## src/verilog/rv_defs.svh

```systemverilog
`ifndef RV_DEFS_SVH
`define RV_DEFS_SVH

`define RV_XLEN      32
`define RV_NREGS     32
`define RV_RESET_PC  32'h0000_0000
`define RV_TRAP_VEC  32'h0000_0100

`define RV_OP_LUI    7'b0110111
`define RV_OP_AUIPC  7'b0010111
`define RV_OP_JAL    7'b1101111
`define RV_OP_JALR   7'b1100111
`define RV_OP_BRANCH 7'b1100011
`define RV_OP_LOAD   7'b0000011
`define RV_OP_STORE  7'b0100011
`define RV_OP_IMM    7'b0010011
`define RV_OP_REG    7'b0110011

`define RV_F3_BEQ    3'b000
`define RV_F3_BNE    3'b001
`define RV_F3_BLT    3'b100
`define RV_F3_BGE    3'b101
`define RV_F3_BLTU   3'b110
`define RV_F3_BGEU   3'b111

// low two funct3 bits of loads and stores
`define RV_SZ_BYTE   2'b00
`define RV_SZ_HALF   2'b01
`define RV_SZ_WORD   2'b10

// low three bits follow funct3 of OP/OP-IMM, bit 3 is funct7[5]
`define RV_ALU_ADD   4'h0
`define RV_ALU_SLL   4'h1
`define RV_ALU_SLT   4'h2
`define RV_ALU_SLTU  4'h3
`define RV_ALU_XOR   4'h4
`define RV_ALU_SRL   4'h5
`define RV_ALU_OR    4'h6
`define RV_ALU_AND   4'h7
`define RV_ALU_SUB   4'h8
`define RV_ALU_EQ    4'h9
`define RV_ALU_NE    4'ha
`define RV_ALU_LT    4'hb
`define RV_ALU_GE    4'hc
`define RV_ALU_SRA   4'hd
`define RV_ALU_LTU   4'he
`define RV_ALU_GEU   4'hf

`endif

```

## src/verilog/rv_isa_pkg.sv

```systemverilog
`include "rv_defs.svh"

package rv_isa_pkg;

	typedef logic [`RV_XLEN-1:0] word_t;
	typedef logic [4:0] reg_idx_t;
	typedef logic [3:0] alu_op_t;

	typedef struct packed {
		reg_idx_t   rd;
		reg_idx_t   rs1;
		reg_idx_t   rs2;
		word_t      imm;
		alu_op_t    alu_op;
		logic       use_imm;     // alu operand 2 from imm
		logic       wr_rd;
		logic       is_load;
		logic       is_store;
		logic [1:0] mem_size;
		logic       is_unsigned;
		logic       is_branch;
		logic       is_jal;
		logic       is_jalr;
		logic       is_lui;
		logic       is_auipc;
		logic       illegal;
	} dec_t;

	typedef enum logic [2:0] {
		ST_FETCH,
		ST_DECODE,
		ST_EXEC,
		ST_MEM,
		ST_WRITE,
		ST_TRAP
	} core_state_t;

endpackage

```

## src/verilog/rv_bus_pkg.sv

```systemverilog
package rv_bus_pkg;
	import rv_isa_pkg::*;

	typedef logic [3:0] strb_t;
	typedef logic [1:0] axi_resp_t;

	// master to slave
	typedef struct packed {
		logic  ar_valid;
		word_t ar_addr;
		logic  r_ready;
		logic  aw_valid;
		word_t aw_addr;
		logic  w_valid;
		word_t w_data;
		strb_t w_strb;
		logic  b_ready;
	} axi_req_t;

	typedef struct packed {
		logic      ar_ready;
		logic      r_valid;
		word_t     r_data;
		axi_resp_t r_resp;
		logic      aw_ready;
		logic      w_ready;
		logic      b_valid;
		axi_resp_t b_resp;
	} axi_rsp_t;

	// lsu request kinds
	localparam logic [1:0] LSU_FETCH = 2'd0;
	localparam logic [1:0] LSU_LOAD  = 2'd1;
	localparam logic [1:0] LSU_STORE = 2'd2;

endpackage

```

## src/verilog/rv_decoder.sv

```systemverilog
`timescale 1ns/100ps
`include "rv_defs.svh"

module rv_decoder
	import rv_isa_pkg::*;
(
	input  logic  clk,
	input  logic  rstn,
	input  word_t instr,
	output dec_t  dec
);

	logic [6:0] opcode;
	logic [2:0] funct3;
	logic [6:0] funct7;
	alu_op_t    alu_base;
	word_t      imm_i;
	word_t      imm_s;
	word_t      imm_b;
	word_t      imm_u;
	word_t      imm_j;
	dec_t       d;

	assign opcode   = instr[6:0];
	assign funct3   = instr[14:12];
	assign funct7   = instr[31:25];
	assign alu_base = {1'b0, funct3};

	assign imm_i = {{20{instr[31]}}, instr[31:20]};
	assign imm_s = {{20{instr[31]}}, instr[31:25], instr[11:7]};
	assign imm_b = {{19{instr[31]}}, instr[31], instr[7], instr[30:25], instr[11:8], 1'b0};
	assign imm_u = {instr[31:12], 12'b0};
	assign imm_j = {{11{instr[31]}}, instr[31], instr[19:12], instr[20], instr[30:21], 1'b0};

	always_comb begin
		d = '0;
		d.rd = instr[11:7];
		d.rs1 = instr[19:15];
		d.rs2 = instr[24:20];
		d.mem_size = funct3[1:0];
		d.is_unsigned = funct3[2];
		d.alu_op = `RV_ALU_ADD;
		case (opcode)
			`RV_OP_LUI: begin
				d.is_lui = 1'b1;
				d.wr_rd = 1'b1;
				d.imm = imm_u;
			end
			`RV_OP_AUIPC: begin
				d.is_auipc = 1'b1;
				d.wr_rd = 1'b1;
				d.imm = imm_u;
			end
			`RV_OP_JAL: begin
				d.is_jal = 1'b1;
				d.wr_rd = 1'b1;
				d.imm = imm_j;
			end
			`RV_OP_JALR: begin
				d.is_jalr = 1'b1;
				d.wr_rd = 1'b1;
				d.use_imm = 1'b1;     // target is rs1 + imm
				d.imm = imm_i;
				d.illegal = funct3 != 3'b000;
			end
			`RV_OP_BRANCH: begin
				d.is_branch = 1'b1;
				d.imm = imm_b;
				case (funct3)
					`RV_F3_BEQ:  d.alu_op = `RV_ALU_EQ;
					`RV_F3_BNE:  d.alu_op = `RV_ALU_NE;
					`RV_F3_BLT:  d.alu_op = `RV_ALU_LT;
					`RV_F3_BGE:  d.alu_op = `RV_ALU_GE;
					`RV_F3_BLTU: d.alu_op = `RV_ALU_LTU;
					`RV_F3_BGEU: d.alu_op = `RV_ALU_GEU;
					default:     d.illegal = 1'b1;
				endcase
			end
			`RV_OP_LOAD: begin
				d.is_load = 1'b1;
				d.wr_rd = 1'b1;
				d.use_imm = 1'b1;
				d.imm = imm_i;
				d.illegal = (funct3[1:0] == 2'b11) || (funct3 == {1'b1, `RV_SZ_WORD});
			end
			`RV_OP_STORE: begin
				d.is_store = 1'b1;
				d.use_imm = 1'b1;
				d.imm = imm_s;
				d.illegal = funct3[2] || (funct3[1:0] == 2'b11);
			end
			`RV_OP_IMM: begin
				d.wr_rd = 1'b1;
				d.use_imm = 1'b1;
				d.imm = imm_i;
				d.alu_op = alu_base;
				if (alu_base == `RV_ALU_SLL) begin
					d.illegal = funct7 != 7'b0;
				end else if (alu_base == `RV_ALU_SRL) begin
					d.alu_op = {funct7[5], funct3};   // srai when funct7[5]
					d.illegal = (funct7 & 7'b1011111) != 7'b0;
				end
			end
			`RV_OP_REG: begin
				d.wr_rd = 1'b1;
				d.alu_op = {funct7[5], funct3};
				d.illegal = ((funct7 & 7'b1011111) != 7'b0) ||
					(funct7[5] && alu_base != `RV_ALU_ADD && alu_base != `RV_ALU_SRL);
			end
			default: d.illegal = 1'b1;
		endcase
	end

	always_ff @(posedge clk) begin
		if (!rstn) begin
			dec <= '0;
		end else begin
			dec <= d;
		end
	end

endmodule

```

## src/verilog/rv_regfile.sv

```systemverilog
`timescale 1ns/100ps
`include "rv_defs.svh"

module rv_regfile
	import rv_isa_pkg::*;
(
	input  logic     clk,
	input  logic     rstn,
	input  reg_idx_t rs1_idx,
	input  reg_idx_t rs2_idx,
	output word_t    rs1_val,
	output word_t    rs2_val,
	input  logic     wr_en,
	input  reg_idx_t wr_idx,
	input  word_t    wr_data
);

	word_t regs [1:`RV_NREGS-1];     // x0 has no storage

	always_ff @(posedge clk) begin
		if (!rstn) begin
			for (int i = 1; i < `RV_NREGS; i++) begin
				regs[i] <= '0;
			end
		end else if (wr_en && wr_idx != '0) begin
			regs[wr_idx] <= wr_data;
		end
	end

	always_ff @(posedge clk) begin
		rs1_val <= (rs1_idx == '0) ? '0 : regs[rs1_idx];
		rs2_val <= (rs2_idx == '0) ? '0 : regs[rs2_idx];
	end

	// x0 read right after a write to x0 still gives zero
	assert property (@(posedge clk) disable iff (!rstn)
		(wr_en && wr_idx == '0) ##1 (rs1_idx == '0) |=> (rs1_val == '0));

endmodule

```

## src/verilog/rv_alu.sv

```systemverilog
`timescale 1ns/100ps
`include "rv_defs.svh"

module rv_alu
	import rv_isa_pkg::*;
(
	input  logic    clk,
	input  logic    rstn,
	input  alu_op_t op,
	input  word_t   src1,
	input  word_t   src2,
	output word_t   result
);

	logic [4:0] shamt;
	logic       eq;
	logic       lt_s;
	logic       lt_u;
	word_t      res;

	assign shamt = src2[4:0];
	assign eq    = src1 == src2;
	assign lt_s  = $signed(src1) < $signed(src2);
	assign lt_u  = src1 < src2;

	always_comb begin
		case (op)
			`RV_ALU_ADD:  res = src1 + src2;
			`RV_ALU_SUB:  res = src1 - src2;
			`RV_ALU_XOR:  res = src1 ^ src2;
			`RV_ALU_OR:   res = src1 | src2;
			`RV_ALU_AND:  res = src1 & src2;
			`RV_ALU_SLL:  res = src1 << shamt;
			`RV_ALU_SRL:  res = src1 >> shamt;
			`RV_ALU_SRA:  res = word_t'($signed(src1) >>> shamt);
			`RV_ALU_SLT:  res = word_t'(lt_s);
			`RV_ALU_SLTU: res = word_t'(lt_u);
			`RV_ALU_EQ:   res = word_t'(eq);     // branch compares give 0 or 1
			`RV_ALU_NE:   res = word_t'(!eq);
			`RV_ALU_LT:   res = word_t'(lt_s);
			`RV_ALU_GE:   res = word_t'(!lt_s);
			`RV_ALU_LTU:  res = word_t'(lt_u);
			`RV_ALU_GEU:  res = word_t'(!lt_u);
			default:      res = '0;
		endcase
	end

	always_ff @(posedge clk) begin
		if (!rstn) begin
			result <= '0;
		end else begin
			result <= res;
		end
	end

endmodule

```

## src/verilog/rv_lsu.sv

```systemverilog
`timescale 1ns/100ps
`include "rv_defs.svh"

module rv_lsu
	import rv_isa_pkg::*;
	import rv_bus_pkg::*;
(
	input  logic       clk,
	input  logic       rstn,
	input  logic       start,
	input  logic [1:0] kind,
	input  word_t      addr,
	input  word_t      wdata,
	input  logic [1:0] size,
	input  logic       is_unsigned,
	output logic       done,
	output word_t      rdata,
	output logic       misaligned,
	output axi_req_t   m_req,
	input  axi_rsp_t   m_rsp
);

	typedef enum logic [2:0] {
		L_IDLE,
		L_AR,
		L_R,
		L_W,
		L_B
	} lsu_state_t;

	lsu_state_t state;
	logic [1:0] eff_size;
	logic [1:0] off_q;
	logic [1:0] size_q;
	logic       uns_q;
	logic       mis;
	logic       aw_done;
	logic       w_done;
	word_t      st_data;
	strb_t      st_strb;
	word_t      rd_word;
	word_t      ld_data;

	assign eff_size = (kind == LSU_FETCH) ? `RV_SZ_WORD : size;   // fetch is always a word
	assign aw_done  = !m_req.aw_valid || m_rsp.aw_ready;
	assign w_done   = !m_req.w_valid || m_rsp.w_ready;

	always_comb begin
		case (eff_size)
			`RV_SZ_BYTE: begin
				mis = 1'b0;
				st_data = {4{wdata[7:0]}};
				st_strb = strb_t'(4'b0001) << addr[1:0];
			end
			`RV_SZ_HALF: begin
				mis = addr[0];
				st_data = {2{wdata[15:0]}};
				st_strb = strb_t'(4'b0011) << addr[1:0];
			end
			`RV_SZ_WORD: begin
				mis = addr[1:0] != 2'b00;
				st_data = wdata;
				st_strb = 4'b1111;
			end
			default: begin
				mis = 1'b1;
				st_data = wdata;
				st_strb = 4'b0000;
			end
		endcase
	end

	// little-endian lane select, then sign or zero extend
	always_comb begin
		rd_word = m_rsp.r_data >> {off_q, 3'b000};
		case (size_q)
			`RV_SZ_BYTE: ld_data = {{24{~uns_q & rd_word[7]}}, rd_word[7:0]};
			`RV_SZ_HALF: ld_data = {{16{~uns_q & rd_word[15]}}, rd_word[15:0]};
			default:     ld_data = rd_word;
		endcase
	end

	always_ff @(posedge clk) begin
		if (!rstn) begin
			state <= L_IDLE;
			m_req.ar_valid <= 1'b0;
			m_req.r_ready <= 1'b0;
			m_req.aw_valid <= 1'b0;
			m_req.w_valid <= 1'b0;
			m_req.b_ready <= 1'b0;
			done <= 1'b0;
			misaligned <= 1'b0;
		end else begin
			done <= 1'b0;
			case (state)
				L_IDLE: begin
					if (start) begin
						off_q <= addr[1:0];
						size_q <= eff_size;
						uns_q <= is_unsigned;
						misaligned <= mis;
						if (mis) begin
							done <= 1'b1;     // no bus beat
						end else if (kind == LSU_STORE) begin
							m_req.aw_valid <= 1'b1;
							m_req.aw_addr <= {addr[`RV_XLEN-1:2], 2'b00};
							m_req.w_valid <= 1'b1;
							m_req.w_data <= st_data;
							m_req.w_strb <= st_strb;
							state <= L_W;
						end else begin
							m_req.ar_valid <= 1'b1;
							m_req.ar_addr <= {addr[`RV_XLEN-1:2], 2'b00};
							state <= L_AR;
						end
					end
				end
				L_AR: begin
					if (m_rsp.ar_ready) begin
						m_req.ar_valid <= 1'b0;
						m_req.r_ready <= 1'b1;
						state <= L_R;
					end
				end
				L_R: begin
					if (m_rsp.r_valid) begin
						m_req.r_ready <= 1'b0;
						rdata <= ld_data;
						done <= 1'b1;
						state <= L_IDLE;
					end
				end
				L_W: begin
					if (m_rsp.aw_ready) begin
						m_req.aw_valid <= 1'b0;
					end
					if (m_rsp.w_ready) begin
						m_req.w_valid <= 1'b0;
					end
					if (aw_done && w_done) begin
						m_req.b_ready <= 1'b1;
						state <= L_B;
					end
				end
				L_B: begin
					if (m_rsp.b_valid) begin
						m_req.b_ready <= 1'b0;
						done <= 1'b1;
						state <= L_IDLE;
					end
				end
				default: state <= L_IDLE;
			endcase
		end
	end

	assert property (@(posedge clk) disable iff (!rstn)
		(m_req.ar_valid && !m_rsp.ar_ready) |=> (m_req.ar_valid && $stable(m_req.ar_addr)));

	assert property (@(posedge clk) disable iff (!rstn)
		(m_req.aw_valid && !m_rsp.aw_ready) |=> (m_req.aw_valid && $stable(m_req.aw_addr)));

endmodule

```

## src/verilog/rv_core.sv

```systemverilog
`timescale 1ns/100ps
`include "rv_defs.svh"

module rv_core
	import rv_isa_pkg::*;
	import rv_bus_pkg::*;
(
	input  logic     clk,
	input  logic     rstn,
	output axi_req_t m_req,
	input  axi_rsp_t m_rsp
);

	core_state_t state;
	word_t       pc;
	word_t       instr_q;
	word_t       dec_in;
	dec_t        dec;
	word_t       rs1_val;
	word_t       rs2_val;
	word_t       alu_src2;
	word_t       alu_result;
	word_t       pc_imm;
	word_t       pc_plus4;
	word_t       next_pc;
	word_t       wb_data;
	logic        rf_wr_en;
	logic        lsu_start;
	logic        lsu_busy;
	logic        lsu_done;
	logic        lsu_misaligned;
	logic [1:0]  lsu_kind;
	word_t       lsu_addr;
	word_t       lsu_rdata;

	// the fetched word goes straight to the decoder so dec is ready at decode
	assign dec_in   = (state == ST_FETCH) ? lsu_rdata : instr_q;
	assign alu_src2 = dec.use_imm ? dec.imm : rs2_val;
	assign pc_imm   = pc + dec.imm;
	assign pc_plus4 = pc + 32'd4;
	assign rf_wr_en = (state == ST_WRITE) && dec.wr_rd;

	assign lsu_start = (state == ST_FETCH || state == ST_MEM) && !lsu_busy;
	assign lsu_kind  = (state == ST_FETCH) ? LSU_FETCH : (dec.is_store ? LSU_STORE : LSU_LOAD);
	assign lsu_addr  = (state == ST_FETCH) ? pc : alu_result;   // alu holds rs1 + imm

	always_comb begin
		if (dec.is_lui) begin
			wb_data = dec.imm;
		end else if (dec.is_auipc) begin
			wb_data = pc_imm;
		end else if (dec.is_load) begin
			wb_data = lsu_rdata;
		end else if (dec.is_jal || dec.is_jalr) begin
			wb_data = pc_plus4;     // link
		end else begin
			wb_data = alu_result;
		end
	end

	always_comb begin
		if (dec.is_jal) begin
			next_pc = pc_imm;
		end else if (dec.is_jalr) begin
			next_pc = {alu_result[`RV_XLEN-1:1], 1'b0};
		end else if (dec.is_branch && alu_result[0]) begin
			next_pc = pc_imm;
		end else begin
			next_pc = pc_plus4;
		end
	end

	always_ff @(posedge clk) begin
		if (!rstn) begin
			lsu_busy <= 1'b0;
		end else if (lsu_done) begin
			lsu_busy <= 1'b0;
		end else if (lsu_start) begin
			lsu_busy <= 1'b1;
		end
	end

	always_ff @(posedge clk) begin
		if (!rstn) begin
			state <= ST_FETCH;
			pc <= `RV_RESET_PC;
		end else begin
			case (state)
				ST_FETCH: begin
					if (lsu_done) begin
						instr_q <= lsu_rdata;
						state <= lsu_misaligned ? ST_TRAP : ST_DECODE;
					end
				end
				ST_DECODE: state <= ST_EXEC;
				ST_EXEC: begin
					if (dec.illegal) begin
						state <= ST_TRAP;
					end else if (dec.is_load || dec.is_store) begin
						state <= ST_MEM;
					end else begin
						state <= ST_WRITE;
					end
				end
				ST_MEM: begin
					if (lsu_done) begin
						state <= lsu_misaligned ? ST_TRAP : ST_WRITE;
					end
				end
				ST_WRITE: begin
					pc <= next_pc;
					state <= ST_FETCH;
				end
				ST_TRAP: begin
					pc <= `RV_TRAP_VEC;
					state <= ST_FETCH;
				end
				default: state <= ST_FETCH;
			endcase
		end
	end

	rv_decoder u_decoder (
		.clk   (clk),
		.rstn  (rstn),
		.instr (dec_in),
		.dec   (dec)
	);

	rv_regfile u_regfile (
		.clk     (clk),
		.rstn    (rstn),
		.rs1_idx (dec.rs1),
		.rs2_idx (dec.rs2),
		.rs1_val (rs1_val),
		.rs2_val (rs2_val),
		.wr_en   (rf_wr_en),
		.wr_idx  (dec.rd),
		.wr_data (wb_data)
	);

	rv_alu u_alu (
		.clk    (clk),
		.rstn   (rstn),
		.op     (dec.alu_op),
		.src1   (rs1_val),
		.src2   (alu_src2),
		.result (alu_result)
	);

	rv_lsu u_lsu (
		.clk         (clk),
		.rstn        (rstn),
		.start       (lsu_start),
		.kind        (lsu_kind),
		.addr        (lsu_addr),
		.wdata       (rs2_val),
		.size        (dec.mem_size),
		.is_unsigned (dec.is_unsigned),
		.done        (lsu_done),
		.rdata       (lsu_rdata),
		.misaligned  (lsu_misaligned),
		.m_req       (m_req),
		.m_rsp       (m_rsp)
	);

endmodule

```

## config.mk

```make
export PLATFORM = sky130hd
export DESIGN_NAME = rv_core
export DESIGN_NICKNAME = d
export VERILOG_FILES = /design/src/verilog/rv_isa_pkg.sv /design/src/verilog/rv_bus_pkg.sv /design/src/verilog/rv_decoder.sv /design/src/verilog/rv_regfile.sv /design/src/verilog/rv_alu.sv /design/src/verilog/rv_lsu.sv /design/src/verilog/rv_core.sv
export VERILOG_INCLUDE_DIRS = /design/src /design/src/verilog
export SDC_FILE = /design/constraint.sdc
export NUM_CORES = 2
export LEC_CHECK = 0
export ABC_AREA = 1
export ABC_CLOCK_PERIOD_IN_PS = 7900
export BUFFER_PORTS_ARGS = -buffer_cell sky130_fd_sc_hd__buf_4
export CAP_MARGIN = 25
export CORE_ASPECT_RATIO = 1.25
export CORE_MARGIN = 2
export CORE_UTILIZATION = 45
export DETAILED_ROUTE_END_ITERATION = 10
export MAX_ROUTING_LAYER = met4
export PLACE_DENSITY = 0.67
export SYNTH_ARGS = -nofsm -noshare
export SYNTH_HDL_FRONTEND = slang
export SYNTH_SLANG_ARGS = --single-unit
```

## constraint.sdc

```tcl
create_clock -name clk -period 7.9 [get_ports clk]
set_input_delay 1.58 -clock clk [delete_from_list [all_inputs] [get_ports clk]]
set_output_delay 1.58 -clock clk [all_outputs]
set_load 0.005 [all_outputs]
```

After elaboration in Yosys (flattened, before gate mapping)
Memory sizes are Yosys's and may differ from the RTL's. A register that Yosys moved wholly into a read port is not among the register bits.
Cells that the tools add are included.
{"block": "classes", "n_addsub": 4, "mul": 0, "div_mod_pow": 0, "order_cmp": 2, "eq_ne": 57, "n_shift": 6, "n_mux": 82, "n_bitwise": 9, "reduce_logical": 64}
{"operator": "case mux 32 bit (14 select lines)", "count": 1}
{"operator": "two-way mux 32 bit", "count": 11}
{"operator": "two-way mux 70 bit", "count": 3}
{"operator": "case mux 32 bit (2 select lines)", "count": 3}
{"operator": "case mux 32 bit (5 select lines)", "count": 1}
{"operator": "two-way mux 33 bit", "count": 3}
{"operator": "adder 32 bit", "count": 2}
{"operator": "less-than comparator 32 bit", "count": 2}
{"operator": "right shift 32 x 5 -> 32 bit", "count": 2}
{"operator": "two-way mux 3 bit", "count": 11}
{"operator": "adder 32 x 3 -> 32 bit, second input constant", "count": 1}
{"operator": "AND 32 bit", "count": 1}
{"operator": "== test 32 bit", "count": 1}
{"operator": "== test 4 bit, second input constant", "count": 8}
{"operator": "bitwise OR 32 bit", "count": 1}
{"operator": "OR reduction 32 bit", "count": 1}
{"operator": "<< shifter 32 x 5 -> 32 bit", "count": 1}
{"operator": ">>> shifter 32 x 5 -> 32 bit", "count": 1}
{"operator": "subtractor 32 bit", "count": 1}
{"operator": "XOR 32 bit", "count": 1}
{"operator": "two-way mux 1 bit", "count": 29}
{"operator": "AND reduction 5 bit", "count": 5}
{"operator": "case mux 4 bit (3 select lines)", "count": 2}
{"operator": "case mux 4 bit (6 select lines)", "count": 1}
{"operator": "other kinds (47)", "count": 131}
{"block": "word_totals", "regBits": 307, "latch_bits": 0, "ram_bits": 992, "rom_bits": 0, "output_inout_bits": 105, "wordCells": 263, "mem_count": 1}
{"memory": "u_regfile.regs", "depth": 31, "width": 32, "read_ports": 2, "rd_ports_with_merged_regs": 2, "wr": 31, "line_no": "rv_regfile.sv:18", "text": "word_t regs [1:`RV_NREGS-1];"}

Depth between registers and ports, before layout
{"block": "logic_depth", "depth_word": 10, "mapped_depth": 22}

By module
From an unflattened synthesis, not the netlist that was laid out.
{"block": "hier_totals", "hier_cells": 11681, "area_unflattened_um2": 85249.3}
{"mod": "rv_regfile", "instances": 1, "cells_each": 7307, "area_per_inst_um2": 57710.3}
{"mod": "rv_alu", "instances": 1, "cells_each": 2085, "area_per_inst_um2": 10752.8}
{"mod": "rv_core", "instances": 1, "cells_each": 1530, "area_per_inst_um2": 8598.2}
{"mod": "rv_lsu", "instances": 1, "cells_each": 433, "area_per_inst_um2": 5625.4}
{"mod": "rv_decoder", "instances": 1, "cells_each": 326, "area_per_inst_um2": 2562.5}

Worst setup path after synthesis
Ideal clock, no wire load.
{"block": "synth_timing", "kind": "input-to-reg", "start": "in rstn", "end": "reg, netlist name u_lsu.m_req[10]", "setup_time_ps": 571, "t_arrival_ps": 6752, "required_time_ps": 7329, "path_slack_ps": 577, "cell_stages": 5, "path_buffers": 1, "cell_sequence": "buf_2 -> inv_1 -> nor2_1 -> inv_1 -> nor3_1"}
{"block": "synth_via", "elab_chain_cells": 1}
{"element": "from (decl)", "line_no": "rv_core.sv:9", "text": "input logic rstn,"}
{"element": "AND reduction 5 bit (no line)"}
No other way between the ends.
A chain may end at the register's enable or synchronous reset.

Final worst setup path
{"block": "layout_timing", "start": "reg, netlist name u_decoder.dec[12]", "end": "reg u_alu.result[18]"}
{"block": "layout_via", "elab_chain_cells": 3}
{"element": "two-way mux 32 bit (*)", "line_no": "rv_core.sv:38", "text": "assign alu_src2 = dec.use_imm ? dec.imm : rs2_val;"}
{"element": "subtractor 32 bit (tied with other cells)", "line_no": "rv_alu.sv:29", "text": "`RV_ALU_SUB: res = src1 - src2;"}
{"element": "case mux 32 bit (14 select lines) (*)", "line_no": "rv_alu.sv:27", "text": "case (op)"}
{"element": "to (signal assigned)", "line_no": "rv_alu.sv:52", "text": "result <= res;"}
{"element": "to (decl)", "line_no": "rv_alu.sv:12", "text": "output word_t result"}
Every way passes the cells marked *; elsewhere a longest branch is shown, timed or not.

==> metrics.md <==
| Metric | Value |
|---|---|
| Yosys warning count | `0` |
| Top FF cell, synth | `edfxtp_1` |
| CP required | `8590 ps` |
| Final wirelength | `357000 microns` |
| Synth cell types | `66` |
| PD cells | `333 nW/um^2` |
| DRC | `0` |
| Register-to-Register Path Depth | `17` |
| Via density | `6.33` |
| Slowest stage delay, CP | `620 ps` |
| Fin. Hold Viols | `0` |
| Min-delay src | `u_decoder.dec[6]$_SDFF_PN0_` |
| Io pins | `148` |
| DR pass1 iterations | `7` |
| Number of post-CTS setup repair buffers | `0` |
| Share of cells above drive strength 1 | `7.48%` |
| Slew margin rel. | `9.47%` |
| Worst-path clk slew | `70 ps` |
| Synth Instances | `10500` |
| Core Util, Final | `49.7%` |
| Crit-path most repeated cell | `nand2_1` |
| Wire per inst | `28.0 microns` |
| Psw | `14200 uW` |
| Peak VDD IR | `0.267 mV` |
| Routed vias | `80500` |
| H-tree depth | `4` |
| Gr usage total | `37.7%` |
| Post-synth EDFFs | `1189` |
| Starting Density | `45.3%` |
| Antenna-violating nets left | `0` |
| Worst R2R Start | `u_decoder.dec[12]$_SDFF_PN0_` |
| # setup viols final | `0` |
| Grt met3 use | `7.69%` |
| GRT met2 Usage | `58.3%` |
| Most common cell after layout, fill and taps aside | `nand2_1` |
| Post-synthesis sequential area ratio | `47.9%` |
| CP arrival | `5420 ps` |
| CTS Buf Count | `145` |
| Hold endpoint | `u_lsu.uns_q$_DFFE_PP_` |
| Pin count of the biggest net entering global routing | `174` |
| Worst Path Class, Setup | `reg2reg` |
| Die X | `389 microns` |
| Share of flip-flops with an asynchronous set or reset | `0%` |
| Port Buf Inserts | `139` |
| Setup ws final | `3160 ps` |
| Max Slew Vio Count | `0` |
| DIE HEIGHT | `485 microns` |
| CTS Hold Bufs | `0` |
| HP Class | `reg2reg` |
| CTS root buffer | `clkbuf_16` |
| Worst-Margin Slew | `1360 ps` |
| CTS Sinks | `1395` |
| Combinational share of power | `45.3%` |
| Reg-to-reg endpoint | `u_alu.result[18]$_SDFF_PN0_` |
| Number of synthesized register bits | `1395` |
| Status | `complete, no violations` |
| Die area | `188000 sq um` |
| Sw Ratio | `46.8%` |
| Total core area | `184000 sq um` |
| Crit path max fanout | `51` |
| Slowest cell on the critical path | `dfxtp_2` |
| Worst path cell trace | `buf_4 -> nand2_1 -> o21ai_4 -> buf_4 -> inv_2 -> buf_4 -> ha_1 -> nand2_1 -> o21ai_1 -> a21oi_1 -> o21ai_1 -> nand2_1 -> nand2_1 -> nand2_1 -> nand2_1 -> nand2_1 -> a21oi_1` |
| Placer Congestion | `1.07` |
| WP buf/inv | `4` |
| Initial antenna violation count | `18` |
| Cts repair resizes | `0` |
| Final Cycle Share | `60.0%` |
| Row Count | `176` |
| Max Cap Violations | `0` |
| Initial DRC count | `11900` |
| Clk Latency, worst-skew pair | `840 ps` |
| First-pass GRT wire length | `505000 microns` |
| Critical Path End Type | `flop` |
| Pre-CTS WS | `3140 ps` |
| CTS max path bufs | `3` |
| Vias in the first global route | `75200` |
| Period minus WS final | `4740 ps` |
| Post-Synthesis Cell Area | `83200 sq um` |
| Fillers | `17300` |
| Layout Nets | `10400` |
| Commonest non-fill, non-tap cells in the layout | `nand2_1 (1645), a21oi_1 (1340), o21ai_0 (1328), edfxtp_1 (1189), nor2_1 (1143)` |
| Clock power frac | `23.2%` |
| Internal power | `16200 uW` |
| Flop2flop setup slack | `3160 ps` |
| F_max | `211 MHz` |
| RSZ-0062 raised after global routing | `false` |
| Final HPWL DP | `248000 microns` |
| Area Growth Syn to Fin | `9.77%` |
| Startpoint Class | `flop` |
| Global route overflow | `0` |
| Met1 usage | `43.6%` |
| Clock skew | `34.1 ps` |
| Reg power frac | `31.5%` |
| Gr busiest metal | `met2` |
| CTS tree | `done` |
| Syn avg cell area | `7.96 sq um` |
| Worst Hold Depth | `0` |
| Total negative setup slack | `0 ps` |
| Leakage power | `0.0341 uW` |
| Critical path's top delay family | `compound AO/OA/AOI/OAI gates` |
[cell usage after synthesis (71+ instances only)]
cell type	number	area (sq um)
edfxtp_1	1189	35700
nand2_1	1684	6320
clkbuf_1	513	1930
nand3_1	736	3680
a31oi_1	71	444
nor2_1	1150	4320
ha_1	152	1900
dfxtp_1	206	4120
inv_1	884	3320
o211ai_1	245	1840
buf_2	240	1200
o21ai_0	1329	6650
a21oi_1	1340	6710
[state kept, by name (all words and copies together) (netlist names)]
signal and count:
u_lsu.off_q 2, u_lsu.uns_q 1, u_regfile.rs2_val 32, u_alu.result 32, pc 32, lsu_busy 1
u_lsu.size_q 2, u_lsu.state 3, u_lsu.done 1, u_regfile.regs 1024, u_lsu.m_req 101, u_regfile.rs1_val 32
u_decoder.dec 64, state 3, u_lsu.misaligned 1, instr_q 32, u_lsu.rdata 32
[per-layer routing]
layer | share of wire [%] | wire length (microns)
met1 | 35 | 127000
met2 | 45 | 161000
met3 | 11 | 38300
met4 | 8.7 | 31200
met5 | 0 | 0
[area by class of cell]
class                           count  area (sq um)  share of cell area (%)
Multi-Input combinational cell   7367         36900                    40.4
Tap cell                         2403          3010                    3.29
Timing Repair Buffer              368          3320                    3.63
Inverter                          910          3430                    3.76
Clock buffer                      187          4000                    4.38
Sequential cell                  1395         39900                    43.6
Clock inverter                     70           785                   0.859
Antenna cell                       23          57.6                  0.0630
[power groups by stage]
| stage | Combinational (uW) | Clock, uW | Sequential [uW] |
|---|---|---|---|
| 2_1_floorplan | 8490 | 0 | 9070 |
| 3_3_place_gp | 13000 | 0 | 9690 |
| 3_5_place_dp | 13100 | 0 | 9700 |
| 4_1_cts | 13200 | 7060 | 9540 |
| 5_1_grt | 14600 | 7350 | 9570 |
| 6_report | 13800 | 7040 | 9580 |
[per-stage QoR]
step                      total power [uW]  instance area (sq um)  cells  hold WS [ps]
after floorplan                      17600                  83400  10500           386
after global placement               22600                  85800  12400           387
after detailed placement             22800                  86300  12400           401
after CTS                            29800                  91100  12700           406
after global routing                 31600                  91300  12700           425
final                                30400                  91400  12700           409
[worst max path at each step]
stage | start | end | slack, ps | depth (start not counted)
floorplan | rstn | u_lsu.m_req[10]$_DFFE_PP_ | 580 | 5
global placement | rstn | u_regfile.regs[20][14]$_SDFFCE_PN0P_ | 3150 | 9
CTS | u_decoder.dec[12]$_SDFF_PN0_ | u_alu.result[18]$_SDFF_PN0_ | 3270 | 15
detailed placement | rstn | u_regfile.regs[20][3]$_SDFFCE_PN0P_ | 3140 | 9
global route | u_decoder.dec[12]$_SDFF_PN0_ | u_alu.result[18]$_SDFF_PN0_ | 2960 | 17
finish | u_decoder.dec[12]$_SDFF_PN0_ | u_alu.result[18]$_SDFF_PN0_ | 3160 | 17
[cell families after synthesis]
logic type | share of synthesized area, %
AND/OR/NAND/NOR | 18.8
AO/OA/AOI/OAI | 22.0
buffers and inverters | 8.24
flip-flops | 47.9
adder cells (fa/ha/maj) | 2.36
XOR/XNOR | 0.442
multiplexers | 0.241
other | 0.00451
No activity file was read; power rests on OpenSTA's default activity.
